<file path="src/cache_macros.svh">
`ifndef CACHE_MACROS_SVH
`define CACHE_MACROS_SVH

//////////////////////////////////////////////////////////////////////
// address and data widths
//////////////////////////////////////////////////////////////////////
`define ADDR_W          16     // cpu byte address
`define WORD_W          16     // one data word

// address split: tag | set | word offset | byte
`define TAG_W           6      // addr[15:10]
`define SET_W           6      // addr[9:4]
`define NUM_SETS        64     // 2**SET_W
`define OFF_W           3      // addr[3:1]
`define WORDS_PER_BLOCK 8      // 2**OFF_W

// metadata byte per way per set
`define META_W          8      // lru | vld | tag

//////////////////////////////////////////////////////////////////////
// backing memory
//////////////////////////////////////////////////////////////////////
`define MEM_WORDS       32768  // full 16-bit byte space in words
`define MEM_LAT_MAX     5      // worst read latency in cycles

`endif

</file>
<file path="src/cacheCtrlPkg.sv">
`default_nettype none

`include "cache_macros.svh"

// types for the refill controller
package cacheCtrlPkg;

  typedef enum logic [2:0] {
    IDLE,   // waiting for a miss
    REQ,    // memory read strobe
    WAIT,   // waiting for memValid
    WRITE,  // word into data array
    META,   // new tag into metadata
    DONE    // metadata write lands
  } fillStateT;

  typedef logic [`OFF_W-1:0] wordCountT;   // word within the block

endpackage

`default_nettype wire

</file>
<file path="src/cacheTypesPkg.sv">
`default_nettype none

`include "cache_macros.svh"

// types for the address fields and the cache storage
package cacheTypesPkg;

  typedef logic [`ADDR_W-1:0] addrT;            // cpu byte address
  typedef logic [`WORD_W-1:0] wordT;            // data word

  // address fields
  typedef logic [`TAG_W-1:0]  tagT;             // addr[15:10]
  typedef logic [`SET_W-1:0]  setT;             // addr[9:4]
  typedef logic [`OFF_W-1:0]  offsetT;          // addr[3:1]

  //////////////////////////////////////////////////////////////////////
  // metadata format
  //   bit 7   : lru, 1 = most recently used
  //   bit 6   : vld
  //   bit 5-0 : tag
  //////////////////////////////////////////////////////////////////////
  typedef logic [`META_W-1:0] metaT;

  // one-hot selects into the arrays
  typedef logic [`NUM_SETS-1:0]        blockEnT;  // one bit per set
  typedef logic [`WORDS_PER_BLOCK-1:0] wordEnT;   // one bit per word

endpackage

`default_nettype wire

</file>
<file path="src/missFsm.sv">
`timescale 1ns/1ps
`default_nettype none

`include "cache_macros.svh"

module missFsm (
  input  wire                 clk,
  input  wire                 reset,
  input  wire                 miss,            // from cacheData
  input  wire cacheTypesPkg::addrT addrCpu,    // missing address
  input  wire                 memValid,        // read answer pulse
  input  wire cacheTypesPkg::wordT memData,
  output cacheTypesPkg::addrT addrFsm,         // word being filled
  output cacheTypesPkg::wordT dataInFsm,
  output logic                dataWe,
  output logic                metaWe,
  output logic                memRead,         // one-cycle pulse
  output cacheTypesPkg::addrT memAddr,
  output logic                fillActive
);

  import cacheTypesPkg::*;
  import cacheCtrlPkg::*;

  fillStateT state;
  fillStateT stateNext;
  wordCountT wordCount;
  logic [`ADDR_W-1:`OFF_W+1] blockBase;         // tag and set of the block
  wordT      fillData;                          // word held for WRITE
  addrT      wordAddr;

  always_comb begin
    stateNext = state;
    case (state)
      IDLE:    if (miss) stateNext = REQ;
      REQ:     stateNext = WAIT;
      WAIT:    if (memValid) stateNext = WRITE;
      WRITE:   stateNext = (wordCount == wordCountT'(`WORDS_PER_BLOCK - 1)) ? META : REQ;
      META:    stateNext = DONE;
      DONE:    stateNext = IDLE;                // miss already low here
      default: stateNext = IDLE;
    endcase
  end

  always_ff @(posedge clk) begin
    if (reset) begin
      state     <= IDLE;
      wordCount <= '0;
    end else begin
      state <= stateNext;
      if (state == IDLE) begin
        wordCount <= '0;
      end else if (state == WRITE) begin
        wordCount <= wordCount + 1'b1;          // wraps to 0 after word 7
      end
    end
  end

  // block address and refill word
  always_ff @(posedge clk) begin
    if (state == IDLE && miss) begin
      blockBase <= addrCpu[`ADDR_W-1:`OFF_W+1];
    end
    if (state == WAIT && memValid) begin
      fillData <= memData;
    end
  end

  assign wordAddr   = {blockBase, wordCount, 1'b0};
  assign addrFsm    = wordAddr;
  assign memAddr    = wordAddr;
  assign dataInFsm  = fillData;
  assign memRead    = (state == REQ);
  assign dataWe     = (state == WRITE);
  assign metaWe     = (state == META);
  assign fillActive = (state != IDLE) && (state != DONE);

endmodule

`default_nettype wire
</file>
<file path="config.mk">
export PLATFORM = sky130hd
export DESIGN_NAME = missFsm
export DESIGN_NICKNAME = d
export VERILOG_FILES = /design/src/cacheCtrlPkg.sv /design/src/cacheTypesPkg.sv /design/src/missFsm.sv
export VERILOG_INCLUDE_DIRS = /design/src /design/src/src
export SDC_FILE = /design/constraint.sdc
export NUM_CORES = 1
export LEC_CHECK = 0
export ABC_AREA = 1
export BUFFER_PORTS_ARGS = -buffer_cell sky130_fd_sc_hd__clkbuf_2
export CORE_ASPECT_RATIO = 0.75
export CORE_MARGIN = 3
export CORE_UTILIZATION = 42
export CTS_BUF_LIST = sky130_fd_sc_hd__clkbuf_4 sky130_fd_sc_hd__clkbuf_8
export DETAILED_ROUTE_END_ITERATION = 7
export PLACE_DENSITY = 0.79
export REMOVE_ABC_BUFFERS = 1
export SLEW_MARGIN = 0
export SYNTH_ARGS = -nofsm -noshare
export SYNTH_HDL_FRONTEND = slang
export SYNTH_SLANG_ARGS = --single-unit
</file>
<file path="constraint.sdc">
create_clock -name clk -period 3.6 [get_ports clk]
set_input_delay 0.18 -clock clk [delete_from_list [all_inputs] [get_ports clk]]
set_output_delay 0.18 -clock clk [all_outputs]
set_load 0.01 [all_outputs]
</file>
After elaboration in Yosys (flattened, before gate mapping)
Index checks and enable logic that the tools add are counted.

operators by class
  $add $sub $neg = 1
  equality and inequality tests = 8
  mux-type cells = 4
  reductions and logical operators = 7

operators with widths
  kind                                                                   count
  3-bit case mux with 5 select lines                                     1
  3-bit two-way mux                                                      3
  3-bit by 2-bit equality test with 1-bit output, second input constant  2
  3-bit equality test, second input constant                             2
  2-bit inequality test, second input constant                           2
  3-bit by 1-bit adder with 3-bit output, second input constant          1
  3-bit by 1-bit equality test with 1-bit output, second input constant  1
  1-bit logical AND                                                      3
  3-bit logical NOT                                                      1
  3-bit inequality test, second input constant                           1
  3-bit nonzero test                                                     1
  2-bit AND reduction                                                    1
  2-bit OR reduction                                                     1

word-level totals
  register bits = 34
  input port bits = 36
  output and inout bits = 52
  word-level logic and storage cells = 24

Depth between registers and ports, before layout
Gate-level depths: netlist of the first run.

  depth after elaboration = 3
  depth in mapped cells = 5
  depth with buffers taken out = 5

Least setup slack after synthesis of the first run
No wires, ideal clock.

  path kind = reg2reg
  start point = reg state[1]
  end point = reg fillData[0] (netlist: dataInFsm[0]), enable pin
  library setup time = 0.430 ns
  arrival = 2.114 ns
  required time = 3.170 ns
  slack = 1.055 ns
  stages on the path, launching flop included = 3
  path buffers = 0
  period minus slack after synthesis = 2.545 ns
  cell sequence = dfxtp_1 -> inv_1 -> nor4_1

on the way
  word-level cells in the longest chain between the ends = 2

RTL lines
  what                                            line           text
  start, declared                                 missFsm.sv:25  fillStateT state;
  start signal, assigned                          missFsm.sv:50  state <= stateNext;
  3-bit by 2-bit equality test with 1-bit output  missFsm.sv:64  if (state == WAIT && memValid) begin
  1-bit logical AND                               missFsm.sv:64
  end signal, assigned                            missFsm.sv:65  fillData <= memData;
  end, declared                                   missFsm.sv:29  wordT fillData;

No other way between the ends.
A chain may end at the register's enable or synchronous reset.

Worst setup path after layout of the first run
  start point = reg state[0]
  end point = reg blockBase[12] in the netlist's numbering, enable pin

on the way
  word-level cells in the longest chain between the ends = 2

RTL lines
  what                  line           text
  3-bit logical NOT     missFsm.sv:61  if (state == IDLE && miss) begin
  1-bit logical AND     missFsm.sv:61
  end signal, assigned  missFsm.sv:62  blockBase <= addrCpu[`ADDR_W-1:`OFF_W+1];
  end, declared         missFsm.sv:28  logic [`ADDR_W-1:`OFF_W+1] blockBase;

No other way between the ends.

==> results.txt, run 1 <==
----------------------------------------------------
[Pwr]
  Proportion of total power due to net switching ... 23.9%
  Net switching power figure ... 0.000250 W
  Share of total power in the clock network ... 39.3%
  Leakage power of the design ... 0.830 nW
  Seq pwr share ... 46.8%
  Max VDD drop ... 0.273 mV
  Power density over cell area ... 591 nW/um^2
  Int Pwr ... 0.000797 W
  Combinational group share of total power ... 13.9%

[Synth]
  Yosys reg bits ... 34
  Proportion of synthesized area in mux cells ... 0%
  Syn_area_per_cell ... 13.6 sq um
  Fraction of the mapped netlist area in adder cells ... 1.93%
  Simple-gate share of the synthesized area ... 8.11%
  Post-synthesis compound-gate area fraction ... 3.09%
  XOR/XNOR share of the synthesized area ... 0%
  Netlist area before placement ... 1300 sq um
  Count of warnings emitted by yosys ... 0
  Number of library cell types mapped by synthesis ... 15
  Main combinational cell family by area after synthesis ... buffers and inverters
  Sequential element share of the synthesized area ... 74.1%
  Post-Synthesis Cells ... 95

[Critical path]
  Data required, critical path ... 3500 ps
  Worst path buffer plus inverter count ... 0
  Critical Path Sink Type ... flop
  Critical path, cell by cell ... nor2_1, nand2_1, nor2_1
  Critical Path Most Common Cell ... sky130_fd_sc_hd__nor2_1
  CP max stage cell ... sky130_fd_sc_hd__nor2_1
  Crit path kind ... reg2reg
  Slowest stage delay, CP ... 750 ps
  Worst-path maximum fanout ... 12
  Family with the most delay on the worst path ... simple AND/OR/NAND/NOR gates
  Startpoint kind of the worst setup timing path ... flop
  Crit path arrival time ... 1850 ps

[Timing]
  RSZ-0062 raised after global routing ... false
  Skew final ... 5.52 ps
  Count of pins over their slew limit ... 0
  Final setup violating endpoints ... 0
  Highest attainable clock frequency ... 513 MHz
  Setup TNS ... 0 ps
  Tightest slew margin relative to the limit ... 35.4%
  Number of failing hold endpoints at the final stage ... 0
  Period Utilization, post-route ... 54.2%
  Final critical path time including I/O delays and setup ... 1950 ps
  Transition time at the pin with the least slew margin ... 965 ps
  Worst hold slack after final layout ... 68.3 ps

[Detailed routing]
  Length of the first detailed-routing pass in iterations ... 5
  Number of design-rule violations left by the first detailed-router iteration ... 83
  ANT nets after route ... 0
  Post-detailed-route via-to-cell ratio ... 4.76
  Total wire length after detailed routing ... 3120 um
  Via Count ... 975
  DR DRC count ... 0
  Average routed wire per standard cell ... 15.2 um

[Clocking]
  TritonCTS Buffers ... 5
  Maximum root-to-sink buffer count ... 2
  Root Driver ... sky130_fd_sc_hd__clkbuf_8
  Count of clock tree sinks ... 34
  Clock edge transition at the registers on the reported setup and hold paths ... 70 ps
  CTS tree ... built
  H-tree depth ... 2
  Count of buffers added by post-CTS timing repair for setup ... 0
  Clock latency of the later-clocked register in the worst-skew pair ... 280 ps
  Hold_buf cts ... 0
  Number of resized instances in the post-cts repair step ... 0

[Die]
  Area of the placeable core ... 2760 sq um
  Floorplan die area ... 3800 sq um
  Number of placed I/O pins ... 88
  Die Wd ... 70.2 um
  Die Y-Extent ... 54.1 um
  Row count ... 16
  Initial cell density of the core ... 46.9%

[Finish]
  Area added between synthesis and finish ... 36.5%
  Final cell utilization of the core ... 64.0%
  Number of filler cells placed in the layout ... 209
  Combined area of the multi-input logic cells ... 184 sq um
  Fraction of layout instances using a drive strength above 1 ... 55.0%
  Number of diodes added for antenna fixing ... 0
  Fin cells ... 205
  Flip-flop and latch area ... 961 sq um
  Final net count ... 206

[Placed design]
  Instance count after placement with tap cells included ... 197
  Final weighted congestion in routability-driven placement ... 0.737
  Number of port buffers ... 81
  Post-detailed-placement half-perimeter wirelength ... 2450 um

[Global route]
  Largest net degree at the start of global routing ... 17
  Antenna violations before repair ... 0
  Overall global routing resource usage ... 16.7%
  Remaining global-route overflow ... 0
  First-pass GRT wire length ... 4570 um
  Via count of the first global-routing pass ... 914

[Flow run]
  Max-Cap Viols ... 0

[Hold path]
  Hold crit path type ... in2reg

[Run status]
  Outcome ... complete, no violations

----------------------------------------------------
==> cells in the mapped netlist (all sizes together) <==
| cell type | number | area share, % |
|---|---|---|
| nor3 | 1 | 0.39 |
| buf | 17 | 9.8 |
| conb | 1 | 0.29 |
| nand2 | 12 | 3.5 |
| dfxtp | 6 | 9.3 |
| nor2 | 5 | 1.4 |
| nand3 | 5 | 2.3 |
| o21ai | 3 | 1.2 |
| nor4 | 1 | 0.48 |
| edfxtp | 28 | 65 |
| ha | 2 | 1.9 |
| inv | 9 | 2.6 |
| a21oi | 5 | 1.9 |
==> cells in the final DEF, fill, tap and decap left out <==
cell type / count
sky130_fd_sc_hd__clkinv_1: 1
sky130_fd_sc_hd__clkbuf_8: 5
sky130_fd_sc_hd__conb_1: 2
sky130_fd_sc_hd__nand3_2: 1
sky130_fd_sc_hd__clkbuf_2: 81
sky130_fd_sc_hd__o21ai_0: 3
sky130_fd_sc_hd__ha_1: 2
sky130_fd_sc_hd__nand2_1: 12
sky130_fd_sc_hd__dfxtp_1: 6
sky130_fd_sc_hd__edfxtp_1: 28
sky130_fd_sc_hd__a21oi_1: 5
sky130_fd_sc_hd__nor3_1: 1
sky130_fd_sc_hd__nor4_2: 1
sky130_fd_sc_hd__nand3_1: 4
sky130_fd_sc_hd__bufinv_16: 2
sky130_fd_sc_hd__inv_1: 7
sky130_fd_sc_hd__inv_2: 2
sky130_fd_sc_hd__nor2_1: 5
sky130_fd_sc_hd__buf_4: 1
==> routing by layer <==
layer	GRT usage (%)	vias up	part of all wire [%]
li1	-	449	-
met1	17.2	448	37
met2	31.5	72	52
met3	5.22	6	10
met4	8.60	0	1.7
met5	0	-	0
==> worst register-to-register path: stages (launching register included) <==
cell,delay [ps]
sky130_fd_sc_hd__dfxtp_1,400
sky130_fd_sc_hd__nor2_1,310
sky130_fd_sc_hd__nand2_1,120
sky130_fd_sc_hd__nor2_1,750
==> per-stage QoR <==
| stage | area (sq um) | worst slack (ps) | total power (W) |
|---|---|---|---|
| 2_1_floorplan | 1170 | 1060 | 0.000562 |
| 3_3_place_gp | 1640 | 1810 | 0.000635 |
| 3_5_place_dp | 1640 | 1710 | 0.000643 |
| 4_1_cts | 1770 | 1650 | 0.00105 |
| 5_1_grt | 1770 | 1460 | 0.00108 |
| 6_report | 1770 | 1650 | 0.00105 |
==> registers in the layout (all words and copies together), names as in the netlist <==
signal     cells
wordCount      3
dataInFsm     16
state          3
blockBase     12
==> cell type report <==
| cell class | instances | area share (%) |
|---|---|---|
| clock inverter | 3 | 3.61 |
| multi-input combinational | 36 | 10.4 |
| tap | 36 | 2.55 |
| timing repair buffer | 82 | 23.3 |
| inverter | 9 | 1.91 |
| clock buffer | 5 | 3.89 |
| sequential | 34 | 54.3 |
==> power groups by stage <==
stage                     Clock, W  Combinational (W)  Sequential [W]
after floorplan                  0          0.0000444        0.000517
after global placement           0           0.000141        0.000494
after detailed placement         0           0.000144        0.000498
after CTS                 0.000412           0.000146        0.000490
after global routing      0.000430           0.000159        0.000494
final                     0.000411           0.000146        0.000490
==> path summary, 6_finish.rpt <==
check | from | endpoint | slack, ps | cells past startpoint
setup / recovery | state[0]$_SDFFE_PP0P_ | blockBase[12]$_DFFE_PP_ | 1650 | 3
setup reg to reg | state[0]$_SDFFE_PP0P_ | blockBase[12]$_DFFE_PP_ | 1650 | 3
hold reg to reg | wordCount[1]$_SDFFE_PP0P_ | wordCount[1]$_SDFFE_PP0P_ | 520 | 2
hold / removal | addrCpu[6] | blockBase[6]$_DFFE_PP_ | 70 | 1
==> logic make-up after synthesis <==
kind of cell / after synthesis
AOI/OAI and AO/OA: 8
and+or+nand+nor: 24
other: 1
DFF: 34
adders and majority gates: 2
buffers and inverters: 26
No activity file was read; power rests on OpenSTA's default activity.
==> run 2: changes to the inputs <==
Settings changed: CORE_UTILIZATION 42 to 38, PLACE_DENSITY 0.79 to 0.75.
Clock period 3.6 ns to 1.7 ns, I/O delays scaled along.
==> results.txt, run 2 (same netlist as run 1, synthesis figures left out) <==
----------------------------------------------------
[Die]
  Die Y-Extent ... 56.6 um (+4.6%)
  Number of placed I/O pins ... 88 (unchanged)
  Die Wd ... 73.4 um (+4.7%)
  Floorplan die area ... 4160 sq um (+9.5%)
  Area of the placeable core ... 3110 sq um (+12%)
  Initial cell density of the core ... 41.7% (-5.2 points)
  Row count ... 17 (+1)

[Timing]
  Final setup violating endpoints ... 0 (unchanged)
  Period Utilization, post-route ... 81.0% (+27 points)
  Worst hold slack after final layout ... 190 ps (+122 ps)
  Worst Slack Setup Final ... 324 ps (-1330 ps)
  Count of pins over their slew limit ... 0 (unchanged)
  RSZ-0062 raised after global routing ... false
  Setup TNS ... 0 ps (unchanged)
  Highest attainable clock frequency ... 726 MHz (+42%)
  Skew final ... 6.59 ps (+1.08 ps)
  Number of failing hold endpoints at the final stage ... 0 (unchanged)
  Final critical path time including I/O delays and setup ... 1380 ps (-575 ps)

[Hold path]
  Hold crit path type ... in2reg
  Hold wc startpoint ... miss
  Hold Path Sink ... state[0]$_SDFFE_PP0P_
  Hold depth ... 5 (+4)

[Clocking]
  H-tree depth ... 2 (unchanged)
  Clock latency of the later-clocked register in the worst-skew pair ... 280 ps (about the same)
  Clock edge transition at the registers on the reported setup and hold paths ... 70 ps (about the same)
  Maximum root-to-sink buffer count ... 2 (unchanged)
  Count of clock tree sinks ... 34 (unchanged)
  Root Driver ... sky130_fd_sc_hd__clkbuf_8
  CTS tree ... built
  TritonCTS Buffers ... 5 (unchanged)
  Number of resized instances in the post-cts repair step ... 0 (unchanged)

[Pwr]
  Leakage power of the design ... 0.936 nW (+13%)
  Proportion of total power due to net switching ... 26.0% (+2.1 points)
  Share of total power in the clock network ... 28.7% (-11 points)
  Seq pwr share ... 52.7% (+5.9 points)
  Power density over cell area ... 971 nW/um^2 (+64%)
  Combinational group share of total power ... 18.6% (+4.7 points)
  Int Pwr ... 0.00145 W (+82%)
  Net switching power figure ... 0.000510 W (+100%)
  Max VDD drop ... 0.680 mV (+150%)

[Placed design]
  Area after detailed placement ... 1650 sq um (+0.61%)
  Number of port buffers ... 81 (unchanged)
  Worst slack at placement ... 332 ps (-1380 ps)
  Instance count after placement with tap cells included ... 200 (+1.5%)
  Final weighted congestion in routability-driven placement ... 0.684 (-7.2%)
  Post-detailed-placement half-perimeter wirelength ... 1970 um (-20%)

[Detailed routing]
  ANT nets after route ... 0 (unchanged)
  Total wire length after detailed routing ... 3310 um (+6.1%)
  DR DRC count ... 0 (unchanged)
  Average routed wire per standard cell ... 14.0 um (-8.2%)
  Post-detailed-route via-to-cell ratio ... 4.49 (-5.5%)
  Via Count ... 1,065 (+9.2%)
  Number of design-rule violations left by the first detailed-router iteration ... 54 (-35%)
  Length of the first detailed-routing pass in iterations ... 4 (-1)

[Finish]
  Most used cells in the layout excluding fill and tap cells ... sky130_fd_sc_hd__clkbuf_2, sky130_fd_sc_hd__dlygate4sd3_1, sky130_fd_sc_hd__edfxtp_1, sky130_fd_sc_hd__nand2_1, sky130_fd_sc_hd__inv_1
  Total non-filler cell area in the finished layout ... 2020 sq um (+14%)
  Largest register FFs ... 16 (unchanged)
  Area added between synthesis and finish ... 56.0%
  Fraction of layout instances using a drive strength above 1 ... 47.2% (-7.8 points)
  Most common cell after layout, fill and taps aside ... sky130_fd_sc_hd__clkbuf_2
  Fin cells ... 237 (+16%)
  Number of diodes added for antenna fixing ... 0 (unchanged)
  Final net count ... 236 (+15%)

[Critical path]
  Number of cells traversed by the worst register-to-register path ... 3 (unchanged)
  Data required, critical path ... 1660 ps (-1840 ps)
  Critical Path Sink Type ... flop
  Crit path kind ... reg2reg
  Crit path arrival time ... 1340 ps (-510 ps)
  Slack of the worst reg-to-reg path ... 320 ps (-1330 ps)
  Worst reg2reg startpoint ... state[1]$_SDFFE_PP0P_
  Worst-path maximum fanout ... 16 (+4)
  Startpoint kind of the worst setup timing path ... flop
  Capture instance of the worst register-to-register path ... dataInFsm[12]$_DFFE_PP_

[Global route]
  First-pass GRT wire length ... 5110 um (+12%)
  Largest net degree at the start of global routing ... 17 (unchanged)
  Via count of the first global-routing pass ... 1,098 (+20%)
  Overall global routing resource usage ... 16.5% (-0.16 points)
  Antenna violations before repair ... 0 (unchanged)
  Remaining global-route overflow ... 0 (unchanged)

[Run status]
  Outcome ... complete, no violations

[Flow run]
  Max-Cap Viols ... 0 (unchanged)

----------------------------------------------------
==> run 2: cell types whose count changed in the layout (fill, tap and decap cells not counted), sizes merged <==
cell / delta
dlygate4sd3: +29
bufinv: -2
buf: +1
clkbuf: +1
clkinv: +1
==> run 2: worst max-delay path: stages, from the launching register on <==
cell and delay (ps):
sky130_fd_sc_hd__dfxtp_1 450, sky130_fd_sc_hd__inv_1 130, sky130_fd_sc_hd__nor4_2 210, sky130_fd_sc_hd__buf_4 270
==> run 2: per-stage QoR <==
step,util (%),total power [W]
CTS,65.1,0.00197
global route,65.1,0.00207
global placement,53.0,0.00135
finish,65.1,0.00196
detailed placement,53.0,0.00136
floorplan,-,0.00119
==> run 2: area by class of cell <==
cell class,instances,area (sq um)
Clock inverter,2,8.76
Fill cell,229,1080
Tap cell,38,47.5
Inverter,9,33.8
Clock buffer,6,76.3
Multi-Input combinational cell,36,184
Timing Repair Buffer,112,711
Sequential cell,34,961
==> run 2: per-layer routing <==
metal | vias to the layer above | global-route usage (%) | wire, um
li1 | 512 | - | -
met1 | 481 | 16.5 | 1220
met2 | 69 | 30.4 | 1680
met3 | 3 | 6.80 | 385
met4 | 0 | 5.43 | 21
met5 | - | 0 | 0
==> run 2: repair_timing <==
item	in CTS	in global routing
hold buffers	29	0
setup buffers	0	0
endpoints found under the hold margin	30	0
setup endpoints to repair	0	0
==> run 2: power by group through the flow <==
stage               clock (W)  sequential (W)  combinational, W
finish               0.000564         0.00103          0.000365
global route         0.000635         0.00104          0.000397
CTS                  0.000575         0.00103          0.000362
detailed placement          0         0.00105          0.000310
global placement            0         0.00104          0.000303
floorplan                   0         0.00110         0.0000941
==> run 2: worst max-delay path by stage <==
stage	startpoint	to	slack, ps
after global placement	state[1]$_SDFFE_PP0P_	dataInFsm[15]$_DFFE_PP_	390
after detailed placement	state[0]$_SDFFE_PP0P_	blockBase[13]$_DFFE_PP_	330
after global routing	state[0]$_SDFFE_PP0P_	blockBase[4]$_DFFE_PP_	230
after floorplan	state[1]$_SDFFE_PP0P_	dataInFsm[0]$_DFFE_PP_	-840
after CTS	state[0]$_SDFFE_PP0P_	blockBase[13]$_DFFE_PP_	320
final	state[1]$_SDFFE_PP0P_	dataInFsm[12]$_DFFE_PP_	320
==> run 3: changes to the inputs <==
Clock period 1.7 ns to 1.12 ns, I/O delays scaled along.
==> results.txt, run 3 (same netlist as run 1, synthesis figures left out) <==
----------------------------------------------------
[Die]
  Die Y-Extent ... 56.6 um (unchanged)
  Number of placed I/O pins ... 88 (unchanged)
  Initial cell density of the core ... 41.7% (unchanged)
  Area of the placeable core ... 3110 sq um (unchanged)
  Row count ... 17 (unchanged)
  Die Wd ... 73.4 um (unchanged)
  Floorplan die area ... 4160 sq um (unchanged)

[Clocking]
  CTS tree ... built
  TritonCTS Buffers ... 5 (unchanged)
  Maximum root-to-sink buffer count ... 2 (unchanged)
  Count of clock tree sinks ... 34 (unchanged)
  Root Driver ... sky130_fd_sc_hd__clkbuf_8
  H-tree depth ... 2 (unchanged)
  Clock latency of the later-clocked register in the worst-skew pair ... 270 ps (about the same)
  Clock edge transition at the registers on the reported setup and hold paths ... 70 ps (about the same)

[Critical path]
  Crit path arrival time ... 1130 ps (-210 ps)
  Critical Path Start ... state[1]$_SDFFE_PP0P_
  Capture instance of the worst register-to-register path ... dataInFsm[14]$_DFFE_PP_
  CP max stage cell ... sky130_fd_sc_hd__dfxtp_2
  Slowest stage delay, CP ... 370 ps (-80 ps)
  Number of cells traversed by the worst register-to-register path ... 2 (-1)
  Startpoint kind of the worst setup timing path ... flop
  Data required, critical path ... 1060 ps (-600 ps)
  Capture point of the critical path ... dataWe
  Critical path, cell by cell ... buf_4, nand3_2, inv_2, clkbuf_2
  Slack of the worst reg-to-reg path ... -50 ps (-370 ps)
  Worst reg2reg startpoint ... state[0]$_SDFFE_PP0P_
  Critical Path Sink Type ... output port
  Crit path kind ... reg2out
  Worst-path maximum fanout ... 5 (-11)

[Detailed routing]
  DR DRC count ... 0 (unchanged)
  Average routed wire per standard cell ... 13.7 um (-1.9%)
  Via Count ... 1,097 (+3.0%)
  ANT nets after route ... 0 (unchanged)
  Total wire length after detailed routing ... 3390 um (+2.3%)
  Number of design-rule violations left by the first detailed-router iteration ... 56 (+3.7%)
  Length of the first detailed-routing pass in iterations ... 4 (unchanged)
  Post-detailed-route via-to-cell ratio ... 4.44 (-1.2%)

[Finish]
  Area added between synthesis and finish ... 67.1%
  Number of diodes added for antenna fixing ... 0 (unchanged)
  Most common cell after layout, fill and taps aside ... sky130_fd_sc_hd__clkbuf_2
  Final cell utilization of the core ... 69.7% (+4.6 points)
  Combined area of the multi-input logic cells ... 221 sq um (+20%)
  Number of filler cells placed in the layout ... 228 (-0.44%)
  Fraction of layout instances using a drive strength above 1 ... 55.0% (+7.8 points)
  Flip-flop and latch area ... 971 sq um (+1.0%)
  Final net count ... 246 (+4.2%)
  Most used cells in the layout excluding fill and tap cells ... sky130_fd_sc_hd__clkbuf_2, sky130_fd_sc_hd__dlygate4sd3_1, sky130_fd_sc_hd__edfxtp_1, sky130_fd_sc_hd__nand2_1, sky130_fd_sc_hd__buf_4
  Largest register FFs ... 16 (unchanged)

[Timing]
  Period Utilization, post-route ... 106%
  Setup TNS ... -910 ps (-910 ps)
  Final setup violating endpoints ... 20 (+20)
  Count of pins over their slew limit ... 0 (unchanged)
  Skew final ... 6.41 ps (-0.188 ps)
  Worst Slack Setup Final ... -67.2 ps (-391 ps)
  RSZ-0062 raised after global routing ... true
  Number of failing hold endpoints at the final stage ... 0 (unchanged)
  Final critical path time including I/O delays and setup ... 1190 ps
  Highest attainable clock frequency ... 842 MHz

[Run status]
  Outcome ... finished with violations
  Violations in the final reports ... negative setup slack

[Global route]
  Remaining global-route overflow ... 0 (unchanged)
  Via count of the first global-routing pass ... 1,092 (-0.55%)
  Largest net degree at the start of global routing ... 13 (-4)
  First-pass GRT wire length ... 4950 um (-3.0%)
  Antenna violations before repair ... 0 (unchanged)
  Overall global routing resource usage ... 16.1% (-0.47 points)

[Placed design]
  Post-detailed-placement half-perimeter wirelength ... 1950 um (-0.74%)
  Final weighted congestion in routability-driven placement ... 0.733 (+7.1%)
  Number of port buffers ... 81 (unchanged)

[Hold path]
  Hold crit path type ... in2reg
  Hold wc startpoint ... memValid

[Pwr]
  Leakage power of the design ... 0.998 nW (+6.7%)
  Max VDD drop ... 0.873 mV (+28%)
  Power density over cell area ... 1450 nW/um^2 (+49%)

[Flow run]
  Max-Cap Viols ... 0 (unchanged)

----------------------------------------------------
-- run 3: cell count changes in the layout (fill, tap and decap cells not counted), moves of 2 or more --
cell,before,now
sky130_fd_sc_hd__buf_6,0,5
sky130_fd_sc_hd__dfxtp_4,0,2
sky130_fd_sc_hd__buf_2,0,2
sky130_fd_sc_hd__nor2_1,5,2
sky130_fd_sc_hd__o21ai_1,0,2
sky130_fd_sc_hd__o21ai_0,3,1
sky130_fd_sc_hd__nor2_4,0,2
sky130_fd_sc_hd__dfxtp_1,6,2
sky130_fd_sc_hd__dfxtp_2,0,2
sky130_fd_sc_hd__clkbuf_2,81,79
sky130_fd_sc_hd__buf_4,2,7
-- run 3: layer usage --
| metal | part of all wire (%) | vias up | global-route usage (%) |
|---|---|---|---|
| met5 | 0 | - | 0 |
| met4 | 0.12 | 0 | 3.88 |
| met3 | 12 | 2 | 6.44 |
| met2 | 50 | 68 | 28.4 |
| met1 | 38 | 498 | 17.8 |
| li1 | - | 529 | - |
-- run 3: worst max-delay path, delay by kind of cell (launching register included) --
kind                   cells  cell delay (ps)
buffers and inverters      3              380
DFF                        1              370
and+or+nand+nor            1              120
-- run 3: area by class of cell --
type / count / area share, %
clock inverter: 2 / 0.404
timing repair buffer: 122 / 37.1
tap: 38 / 2.20
clock buffer: 6 / 3.52
sequential: 34 / 44.8
multi-input combinational: 36 / 10.2
inverter: 9 / 1.68
-- run 3: repair_timing --
action                                 CTS  global route
gates cloned                             1             1
gates resized for setup                 15            15
hold buffers                            29             0
endpoints found under the hold margin   30             0
setup buffers                            2             0
pin swaps                                1             2
setup endpoints to repair               32            35
-- run 3: power breakdown --
part,switching [W],total (W),internal (W)
clock,0.000397,0.000847,0.000451
combinational,0.000366,0.000722,0.000356
sequential,0.0000653,0.00157,0.00151
total,0.000828,0.00314,0.00231
-- run 3: worst min-delay path by stage --
stage                              to  slack, ps  depth (start not counted)
2_1_floorplan   state[1]$_SDFFE_PP0P_        130                          1
5_1_grt         state[0]$_SDFFE_PP0P_        230                          5
6_report        state[0]$_SDFFE_PP0P_        210                          5
3_3_place_gp   blockBase[4]$_DFFE_PP_        230                          1
4_1_cts         state[0]$_SDFFE_PP0P_        150                          5
3_5_place_dp   dataInFsm[6]$_DFFE_PP_        230                          1
-- run 3: through the flow --
stage          cells  hold slack [ps]  total power (W)  setup WS [ps]  instance area (sq um)
6_report         247              213          0.00314          -67.2                   2170
3_5_place_dp     206              235          0.00211          -81.9                   1690
5_1_grt          247              232          0.00330           -128                   2170
3_3_place_gp     206              234          0.00210          -36.6                   1690
2_1_floorplan     79              125          0.00180          -1420                   1170
4_1_cts          246              149          0.00309          -66.5                   2120
